[config.mk]
export PLATFORM = sky130hd
export DESIGN_NAME = audio_mix_top
export DESIGN_NICKNAME = d
export VERILOG_FILES = /design/src/hdl/audio_pkg.sv /design/src/hdl/fm_gain_stage.sv /design/src/hdl/psg_gain_stage.sv /design/src/hdl/sound_mixer.sv /design/src/hdl/audio_mix_top.sv
export SDC_FILE = /design/constraint.sdc
export NUM_CORES = 1
export LEC_CHECK = 0
export BUFFER_PORTS_ARGS = -buffer_cell sky130_fd_sc_hd__buf_4
export CORE_UTILIZATION = 52
export DETAILED_ROUTE_END_ITERATION = 8
export PLACE_DENSITY = 0.71
export SYNTH_ARGS = -nofsm -noshare
export SYNTH_HDL_FRONTEND = slang
export SYNTH_SLANG_ARGS = --single-unit
[constraint.sdc]
create_clock -name clk_sys -period 2.9 [get_ports clk_sys]
set_input_delay 0.29 -clock clk_sys [delete_from_list [all_inputs] [get_ports clk_sys]]
set_output_delay 0.29 -clock clk_sys [all_outputs]
set_load 0.02 [all_outputs]
[src/hdl/audio_pkg.sv]
`default_nettype none

package audio_pkg;

	// FM sample width, stereo sum from the synthesizer
	localparam int fm_w = 16;
	// PSG sample width
	localparam int psg_w = 11;
	// Output and held level width
	localparam int mix_w = 16;

	// FM gain of 22.25 split into integer and quarter parts
	localparam int fm_gain_int = 22;
	localparam int fm_gain_frac_shift = 2;

	// PSG loses 1/32 of itself
	localparam int psg_atten_shift = 5;
	// Brings 11-bit PSG up to 16-bit range
	localparam int psg_align_shift = 5;

	// Clocks per mix tick, same rate as the FM clock enable
	localparam int mix_div = 7;

	// FM source port, req with its sample
	typedef struct packed {
		logic req;
		logic signed [fm_w-1:0] sample;
	} fm_port_t;

	// PSG source port
	typedef struct packed {
		logic req;
		logic signed [psg_w-1:0] sample;
	} psg_port_t;

	// Mixed output stream
	typedef struct packed {
		logic valid;
		logic signed [mix_w-1:0] sample;
	} mix_out_t;

	// Four-phase receiver states
	typedef enum logic [1:0] {
		idle,
		acked,
		wait_release
	} port_state_e;

endpackage

`default_nettype wire

[src/hdl/fm_gain_stage.sv]
`timescale 1ns/10ps
`default_nettype none

module fm_gain_stage (
	input wire clk_sys,
	input wire rst_n,
	input wire audio_pkg::fm_port_t fm_in,
	output logic fm_ack,
	output logic signed [audio_pkg::mix_w-1:0] fm_level
);

	audio_pkg::port_state_e state;

	logic signed [audio_pkg::fm_w-1:0] fm_s;
	logic signed [31:0] fm_ext;
	logic signed [31:0] fm_wide;
	logic fm_ovf;
	logic signed [audio_pkg::mix_w-1:0] fm_sat;

	// Incoming sample, stable while req is high
	assign fm_s = fm_in.sample;

	// Sign extend to 32 bits before the gain
	assign fm_ext = {{(32 - audio_pkg::fm_w){fm_s[audio_pkg::fm_w-1]}}, fm_s};

	// Times 22 plus a quarter, arithmetic shift keeps the sign
	assign fm_wide = fm_ext * audio_pkg::fm_gain_int
		+ (fm_ext >>> audio_pkg::fm_gain_frac_shift);

	// Upper bits must all copy the 16-bit sign bit
	assign fm_ovf = (fm_wide[31:audio_pkg::mix_w-1]
		!= {(33 - audio_pkg::mix_w){fm_wide[31]}});

	// Clamp to the signed 16-bit range
	always_comb begin
		if (!fm_ovf) begin
			fm_sat = fm_wide[audio_pkg::mix_w-1:0];
		end else if (fm_wide[31]) begin
			// Most negative value
			fm_sat = {1'b1, {(audio_pkg::mix_w - 1){1'b0}}};
		end else begin
			// Most positive value
			fm_sat = {1'b0, {(audio_pkg::mix_w - 1){1'b1}}};
		end
	end

	// Handshake FSM and level capture
	always_ff @(posedge clk_sys or negedge rst_n) begin
		if (!rst_n) begin
			state <= audio_pkg::idle;
			fm_level <= '0;
		end else begin
			case (state)
				audio_pkg::idle: begin
					// Capture on the first edge with req high
					if (fm_in.req) begin
						fm_level <= fm_sat;
						state <= audio_pkg::acked;
					end
				end
				audio_pkg::acked: begin
					// Source may already have dropped req
					state <= fm_in.req ? audio_pkg::wait_release : audio_pkg::idle;
				end
				audio_pkg::wait_release: begin
					if (!fm_in.req) begin
						state <= audio_pkg::idle;
					end
				end
				default: begin
					state <= audio_pkg::idle;
				end
			endcase
		end
	end

	// Ack high in every state past capture
	assign fm_ack = (state != audio_pkg::idle);

	// Ack rises only after req was seen high
	ack_after_req: assert property (@(posedge clk_sys) disable iff (!rst_n)
		$rose(fm_ack) |-> $past(fm_in.req));

	// Level moves only together with the rising ack
	level_on_ack: assert property (@(posedge clk_sys) disable iff (!rst_n)
		$changed(fm_level) |-> $rose(fm_ack));

endmodule

`default_nettype wire

[src/hdl/psg_gain_stage.sv]
`timescale 1ns/10ps
`default_nettype none

module psg_gain_stage (
	input wire clk_sys,
	input wire rst_n,
	input wire audio_pkg::psg_port_t psg_in,
	output logic psg_ack,
	output logic signed [audio_pkg::mix_w-1:0] psg_level
);

	audio_pkg::port_state_e state;

	logic signed [audio_pkg::psg_w-1:0] psg_s;
	logic signed [audio_pkg::psg_w-1:0] psg_atten;
	logic signed [audio_pkg::mix_w-1:0] psg_ext;
	logic signed [audio_pkg::mix_w-1:0] psg_aligned;

	assign psg_s = psg_in.sample;

	// 31/32 of the sample, never leaves the 11-bit range
	assign psg_atten = psg_s - (psg_s >>> audio_pkg::psg_atten_shift);

	// Sign extend up to the mix width
	assign psg_ext = {{(audio_pkg::mix_w - audio_pkg::psg_w){psg_atten[audio_pkg::psg_w-1]}},
		psg_atten};

	// Align to 16 bits, at most 992 * 32 so no clamp
	assign psg_aligned = psg_ext <<< audio_pkg::psg_align_shift;

	// Same four-phase receiver as the FM side
	always_ff @(posedge clk_sys or negedge rst_n) begin
		if (!rst_n) begin
			state <= audio_pkg::idle;
			psg_level <= '0;
		end else begin
			case (state)
				audio_pkg::idle: begin
					if (psg_in.req) begin
						// Level and ack change on the same edge
						psg_level <= psg_aligned;
						state <= audio_pkg::acked;
					end
				end
				audio_pkg::acked: begin
					state <= psg_in.req ? audio_pkg::wait_release : audio_pkg::idle;
				end
				audio_pkg::wait_release: begin
					// Drop ack one cycle after req falls
					if (!psg_in.req) begin
						state <= audio_pkg::idle;
					end
				end
				default: begin
					state <= audio_pkg::idle;
				end
			endcase
		end
	end

	assign psg_ack = (state != audio_pkg::idle);

	// No ack without a request on the edge before
	ack_after_req: assert property (@(posedge clk_sys) disable iff (!rst_n)
		$rose(psg_ack) |-> $past(psg_in.req));

endmodule

`default_nettype wire

[src/hdl/sound_mixer.sv]
`timescale 1ns/10ps
`default_nettype none

module sound_mixer (
	input wire clk_sys,
	input wire rst_n,
	input wire signed [audio_pkg::mix_w-1:0] fm_level,
	input wire signed [audio_pkg::mix_w-1:0] psg_level,
	output audio_pkg::mix_out_t mix_out
);

	typedef logic [$clog2(audio_pkg::mix_div)-1:0] div_cnt_t;

	div_cnt_t div_cnt;
	logic mix_tick;
	logic signed [audio_pkg::mix_w:0] mix_sum;
	logic signed [audio_pkg::mix_w-1:0] mix_sat;

	// Tick on the last count of each period
	assign mix_tick = (div_cnt == div_cnt_t'(audio_pkg::mix_div - 1));

	// Free running divider from zero at reset
	always_ff @(posedge clk_sys or negedge rst_n) begin
		if (!rst_n) begin
			div_cnt <= '0;
		end else begin
			div_cnt <= mix_tick ? '0 : div_cnt + div_cnt_t'(1);
		end
	end

	// One extra bit so the sum cannot wrap
	assign mix_sum = {fm_level[audio_pkg::mix_w-1], fm_level}
		+ {psg_level[audio_pkg::mix_w-1], psg_level};

	// Top two bits differ on overflow
	always_comb begin
		if (mix_sum[audio_pkg::mix_w] == mix_sum[audio_pkg::mix_w-1]) begin
			mix_sat = mix_sum[audio_pkg::mix_w-1:0];
		end else if (mix_sum[audio_pkg::mix_w]) begin
			mix_sat = {1'b1, {(audio_pkg::mix_w - 1){1'b0}}};
		end else begin
			mix_sat = {1'b0, {(audio_pkg::mix_w - 1){1'b1}}};
		end
	end

	// Registered output with a single-cycle valid per tick
	always_ff @(posedge clk_sys or negedge rst_n) begin
		if (!rst_n) begin
			mix_out <= '0;
		end else begin
			mix_out.valid <= mix_tick;
			// Sample holds between ticks
			if (mix_tick) begin
				mix_out.sample <= mix_sat;
			end
		end
	end

	// Valid is a one-cycle pulse per tick
	valid_single: assert property (@(posedge clk_sys) disable iff (!rst_n)
		mix_out.valid |=> !mix_out.valid);

endmodule

`default_nettype wire

[src/hdl/audio_mix_top.sv]
`timescale 1ns/10ps
`default_nettype none

module audio_mix_top (
	input wire clk_sys,
	input wire rst_n,
	input wire audio_pkg::fm_port_t fm_in,
	output logic fm_ack,
	input wire audio_pkg::psg_port_t psg_in,
	output logic psg_ack,
	output audio_pkg::mix_out_t mix_out
);

	// Held levels from each gain stage
	logic signed [audio_pkg::mix_w-1:0] fm_level;
	logic signed [audio_pkg::mix_w-1:0] psg_level;

	// FM receiver with 22.25 gain
	fm_gain_stage u_fm_gain_stage (
		.clk_sys(clk_sys),
		.rst_n(rst_n),
		.fm_in(fm_in),
		.fm_ack(fm_ack),
		.fm_level(fm_level)
	);

	// PSG receiver with 31/32 attenuation
	psg_gain_stage u_psg_gain_stage (
		.clk_sys(clk_sys),
		.rst_n(rst_n),
		.psg_in(psg_in),
		.psg_ack(psg_ack),
		.psg_level(psg_level)
	);

	// Sums both levels once per mix tick
	sound_mixer u_sound_mixer (
		.clk_sys(clk_sys),
		.rst_n(rst_n),
		.fm_level(fm_level),
		.psg_level(psg_level),
		.mix_out(mix_out)
	);

endmodule

`default_nettype wire

Word level (Yosys, flattened, before mapping)
Cells that the tools add are included.
{"block": "word_totals", "input_bits": 31, "reg_bits": 51}
{"block": "op_classes", "muxes": 13, "multipliers": 1, "add_sub_neg": 4, "n_reduce_logical": 8, "n_eq_ne": 11}
{"operator": "$mux W16", "count": 4}
{"operator": "$add A22 B14 Y23", "count": 1}
{"operator": "$mul A16 B5 Y21 const B", "count": 1}
{"operator": "$add A16 B16 Y17", "count": 1}
{"operator": "$ne A16 B16 Y1", "count": 1}
{"operator": "$mux W2", "count": 6}
{"operator": "$pmux W2 S3", "count": 2}
{"operator": "$sub A11 B6 Y11", "count": 1}
{"operator": "$ne A2 B2 Y1 const B", "count": 4}
{"operator": "$reduce_and A2 Y1", "count": 4}
{"operator": "$eq A2 B1 Y1 const B", "count": 2}
{"operator": "$eq A2 B2 Y1 const B", "count": 2}
{"operator": "$logic_not A2 Y1", "count": 2}
{"operator": "$reduce_bool A2 Y1", "count": 2}
{"operator": "$add A3 B1 Y3 const B", "count": 1}
{"operator": "$eq A3 B3 Y1 const B", "count": 1}
{"operator": "$mux W3", "count": 1}
{"operator": "$eq A1 B1 Y1", "count": 1}

Depth between registers and ports, before layout
{"block": "logic_depth", "depth_word": 4, "mapped_depth": 23, "depth_no_buf": 22}

Cells and area by module
A second synthesis with hierarchy kept.
{"block": "unflattened", "cells_unflattened": 692, "area_unflattened_um2": 5850.6}
{"module": "fm_gain_stage", "n_inst": 1, "cells_each": 381, "area_per_inst_um2": 3260.6}
{"module": "sound_mixer", "n_inst": 1, "cells_each": 200, "area_per_inst_um2": 1629.1}
{"module": "psg_gain_stage", "n_inst": 1, "cells_each": 111, "area_per_inst_um2": 960.9}

Worst setup path after synthesis
OpenSTA, ideal clock, no wires.
{"block": "synth_path", "kind": "input port to flip-flop", "from": "input fm_in[4] in the netlist's numbering", "to": "register u_fm_gain_stage.fm_level[0] in the netlist's numbering", "n_path_buf": 1, "setup_time_ns": 0.133, "required_time_ns": 2.767, "path_slack_ns": -2.359, "arrival_time_ns": 5.126, "stages": 23, "cell_sequence": "ha_1 -> inv_1 -> fa_1 -> inv_1 -> ha_1 -> a21oi_1 -> o22ai_1 -> o31ai_2 -> nand2_1 -> a21o_1 -> a21oi_1 -> xnor2_1 -> ha_1 -> buf_6 -> and3_4 -> a221o_1 -> a2111oi_2 -> a21oi_2 -> xnor2_1 -> nor4_1 -> nand4b_1 -> o21ai_4 -> o22ai_2"}
{"block": "synth_via", "elab_chain_len": 4}
{"item": "start: declaration", "line_no": "audio_mix_top.sv:7", "source": "input wire audio_pkg::fm_port_t fm_in,"}
{"item": "$mul A16 B5 Y21", "line_no": "fm_gain_stage.sv:27", "source": "assign fm_wide = fm_ext * audio_pkg::fm_gain_int"}
{"item": "$add A22 B14 Y23 (*)", "line_no": "fm_gain_stage.sv:28", "source": "+ (fm_ext >>> audio_pkg::fm_gain_frac_shift);"}
{"item": "$ne A16 B16 Y1 or $mux W16 (tied branches)", "line_no": "fm_gain_stage.sv:32, fm_gain_stage.sv:38"}
{"item": "$mux W16 (*)", "line_no": "fm_gain_stage.sv:36", "source": "if (!fm_ovf) begin"}
{"item": "end signal: assignment", "line_no": "fm_gain_stage.sv:57", "source": "fm_level <= fm_sat;"}
{"item": "end: declaration", "line_no": "fm_gain_stage.sv:9", "source": "output logic signed [audio_pkg::mix_w-1:0] fm_level"}
Every way passes the cells marked *; elsewhere a longest branch is shown, timed or not.
A chain may end at the register's enable or synchronous reset.

Worst setup path in the final report
{"block": "layout_path", "from": "input fm_in[6] in the netlist's numbering", "to": "register u_fm_gain_stage.fm_level[2] in the netlist's numbering"}
The elaborated chain is that of the path after synthesis.

==> metrics.txt <==
register bit total from synthesis 51; critical path's slowest cell fa_1; P&R area growth vs syn 34.8%; die span in y 107 µm; number of synthesized flops with an enable pin 0; CP startpoint kind input port; Seq/Total Area, Yosys between 20% and 30%; placer congestion estimate 0.880; skew final 6.82 ps; Syn Area/Cell approximately 8.4 µm²; largest delay contributor family on the critical path compound AO/OA/AOI/OAI gates; Syn Std Cell Area 5780 µm²; Clock Tree Buf Depth 2; Core Rows 38; Critical Path Fanout Max 8; ANT cells 0; DR iter-0 viols 271; initial antenna violation count 0; vias in the first global route 5546; power per cell area around 950 nW/µm²; first-pass GRT wire length ~24000 µm; final-report hold violation count 5; RSZ-0062 raised after global routing yes; post-DR vias/cell 5.49; largest net degree at the start of global routing 52; syn_nets 816; die area 11500 µm²; Setup CP Type in2reg; die span in x 107 µm; WP buf/inv 3; Pins Over Slew Limit 0; post-route ant nets 0; final worst setup slack -2130 ps; total grt overflow 0; H-tree depth 2; worst hold-check path type in2async; Max IR drop VDD 0.000667 V; Global Route Usage Sum 25.7%; failing checks design-rule violations, negative hold slack, negative setup slack; Final HPWL DP 11800 µm; cts bufs inserted 5; Max-slew headroom 51.7%; first-pass detailed-route iteration total 7; Skew-Pair Late Insertion Delay 300 ps; commonest non-fill, non-tap cell in the layout buf_4; layout cells sized above 1 a little under a third; CTS clk-pin slew, worst paths roughly 90 ps; CTS tree built; status complete, but fails checks; Placed Area 7430 µm²; DRC viols 2; crit end category flip-flop; warnings from Yosys 0; pre-CTS setup slack -2600 ps; Highest Clock Rate between 150 and 200 MHz; Power, Total 0.00740 W; fin crit period approximately 5000 ps; Synth Flop Type dfrtp_1; period utilization 174%; Root Buffer clkbuf_8; wirelength, routed between 10000 and 15000 µm; Async SR Flop Fraction 100%; max cap viols 0; Worst-Margin Slew a little over 700 ps; core area 10800 µm²; slowest cell delay on critical path 500 ps; leakage 3.86 nW; routed vias 5602; Final Setup Violations 16; final hold slack -3.74 ps; Sink Count 51; initial core utilization 53.3%; most frequent cells in the layout buf_4 (188), inv_1 (88), ha_1 (69); Req. time, crit path 3130 ps; CP arrival approximately 5300 ps; post-route cell area between 7000 and 8000 µm²; sequence of cells on the critical path buf_8 -> ha_4 -> inv_2 -> fa_1 -> inv_2 -> ha_4 -> a21o_1 -> or3_4 -> o211ai_1 -> a41oi_2 -> nor3_2 -> nor2_1 -> a21oi_1 -> ha_1 -> and3_4 -> a221o_1 -> o41ai_2 -> a21oi_2 -> xnor2_1 -> nor4_1 -> nand4b_1 -> mux2_4 -> o22ai_2; Final Net Count 1005; synth unique cells 74; wire length per cell 14.1 µm; cells after synthesis 691; port bufs a little under 50; io pins 50
-- power breakdown --
| group | total (W) | internal [W] | switching, W |
|---|---|---|---|
| combinational | 0.00580 | 0.00281 | 0.00299 |
| sequential | 0.00120 | 0.000997 | 0.000207 |
| clock | 0.000400 | 0.000169 | 0.000231 |
-- layout make-up --
| type | instances | area [µm²] |
|---|---|---|
| clock buffers | 6 | 72.6 |
| well taps | 140 | 175 |
| flip-flops and latches | 51 | 1280 |
| fillers | 864 | 3050 |
| clock inverters | 2 | 12.5 |
| multi-input cells | 534 | 4410 |
| repair buffers | 194 | 1500 |
| inverters | 94 | 353 |
-- cell usage after synthesis, types with 3 or more instances --
cell / number / share of area (%)
inv_1: 94 / 6.1
ha_1: 78 / 17
nor2_1: 61 / 4.0
nand2_1: 55 / 3.6
dfrtp_1: 51 / 22
o21ai_0: 47 / 4.1
a21oi_1: 44 / 3.8
xnor2_1: 31 / 4.7
o31ai_1: 22 / 2.9
fa_1: 16 / 5.5
a21o_1: 13 / 1.7
nor3_1: 13 / 1.1
a211oi_1: 10 / 1.3
clkbuf_1: 10 / 0.65
nand3_1: 10 / 0.87
xor2_1: 9 / 1.4
nand2b_1: 8 / 0.87
o22ai_2: 8 / 1.7
a31oi_1: 7 / 0.76
nor2b_1: 7 / 0.76
a21boi_0: 6 / 0.78
nor4_1: 6 / 0.65
and2_1: 5 / 0.54
and3_1: 4 / 0.43
mux2i_1: 4 / 0.69
o21a_1: 4 / 0.52
a211o_1: 3 / 0.45
o21bai_1: 3 / 0.39
or3_1: 3 / 0.32
-- what timing repair did --
| action | 4_1_cts | 5_1_grt |
|---|---|---|
| hold buffers | 0 | 0 |
| endpoints found under the setup margin | 30 | 31 |
| pin swaps | 10 | 23 |
| resized for setup | 11 | 34 |
| setup buffers | 5 | 2 |
-- through the flow --
stage	std cells	TNS, ps	utilization [%]
final	1021	-33150	71.9
after global routing	1021	-36890	71.9
after CTS	1019	-32610	70.3
after detailed placement	1006	-41530	68.5
after global placement	1006	-38820	68.5
after floorplan	691	-30760	-
-- registers in the layout, summed over array words and instances (netlist names) --
| name | cells |
|---|---|
| u_psg_gain_stage.psg_level | 11 |
| u_fm_gain_stage.fm_level | 16 |
| u_sound_mixer.div_cnt | 3 |
| u_psg_gain_stage.state | 2 |
| u_sound_mixer.mix_out | 17 |
| u_fm_gain_stage.state | 2 |
-- cells by family (layout without fill, tap and decap cells) --
kind of cell    Yosys count  after routing  share of synthesized area, %
flops                    51             51                          22.1
fa+ha+maj                94             94                          22.4
compound gates          199            199                          24.3
buf+inv                 106            296                          7.14
mux                       6              6                          1.15
xor+xnor                 40             40                          6.06
simple gates            195            195                          16.9
-- worst paths after layout --
kind	startpoint	endpoint	slack [ps]	depth (start not counted)
setup / recovery	fm_in[6]	u_fm_gain_stage.fm_level[2]$_DFFE_PN0P_	-2130	23
hold / removal	rst_n	u_sound_mixer.mix_out[13]$_DFFE_PN0P_	-4	1
setup reg to reg	u_psg_gain_stage.psg_level[5]$_DFFE_PN0P_	u_sound_mixer.mix_out[0]$_DFFE_PN0P_	160	13
hold reg to reg	u_sound_mixer.div_cnt[0]$_DFF_PN0_	u_sound_mixer.div_cnt[0]$_DFF_PN0_	450	1
max in group asynchronous	rst_n	u_psg_gain_stage.psg_level[6]$_DFFE_PN0P_	2460	1
min in group clk_sys	fm_in[16]	u_fm_gain_stage.state[1]$_DFFE_PN0P_	200	2
-- routing by layer --
metal	GRT usage (%)	up-vias	share of wire (%)
li1	-	2807	-
met1	32.9	2691	47
met2	47.1	93	50
met3	2.42	11	2.2
met4	5.19	0	0.79
met5	0	-	0
Note: power is estimated with default switching activity, not from simulation.
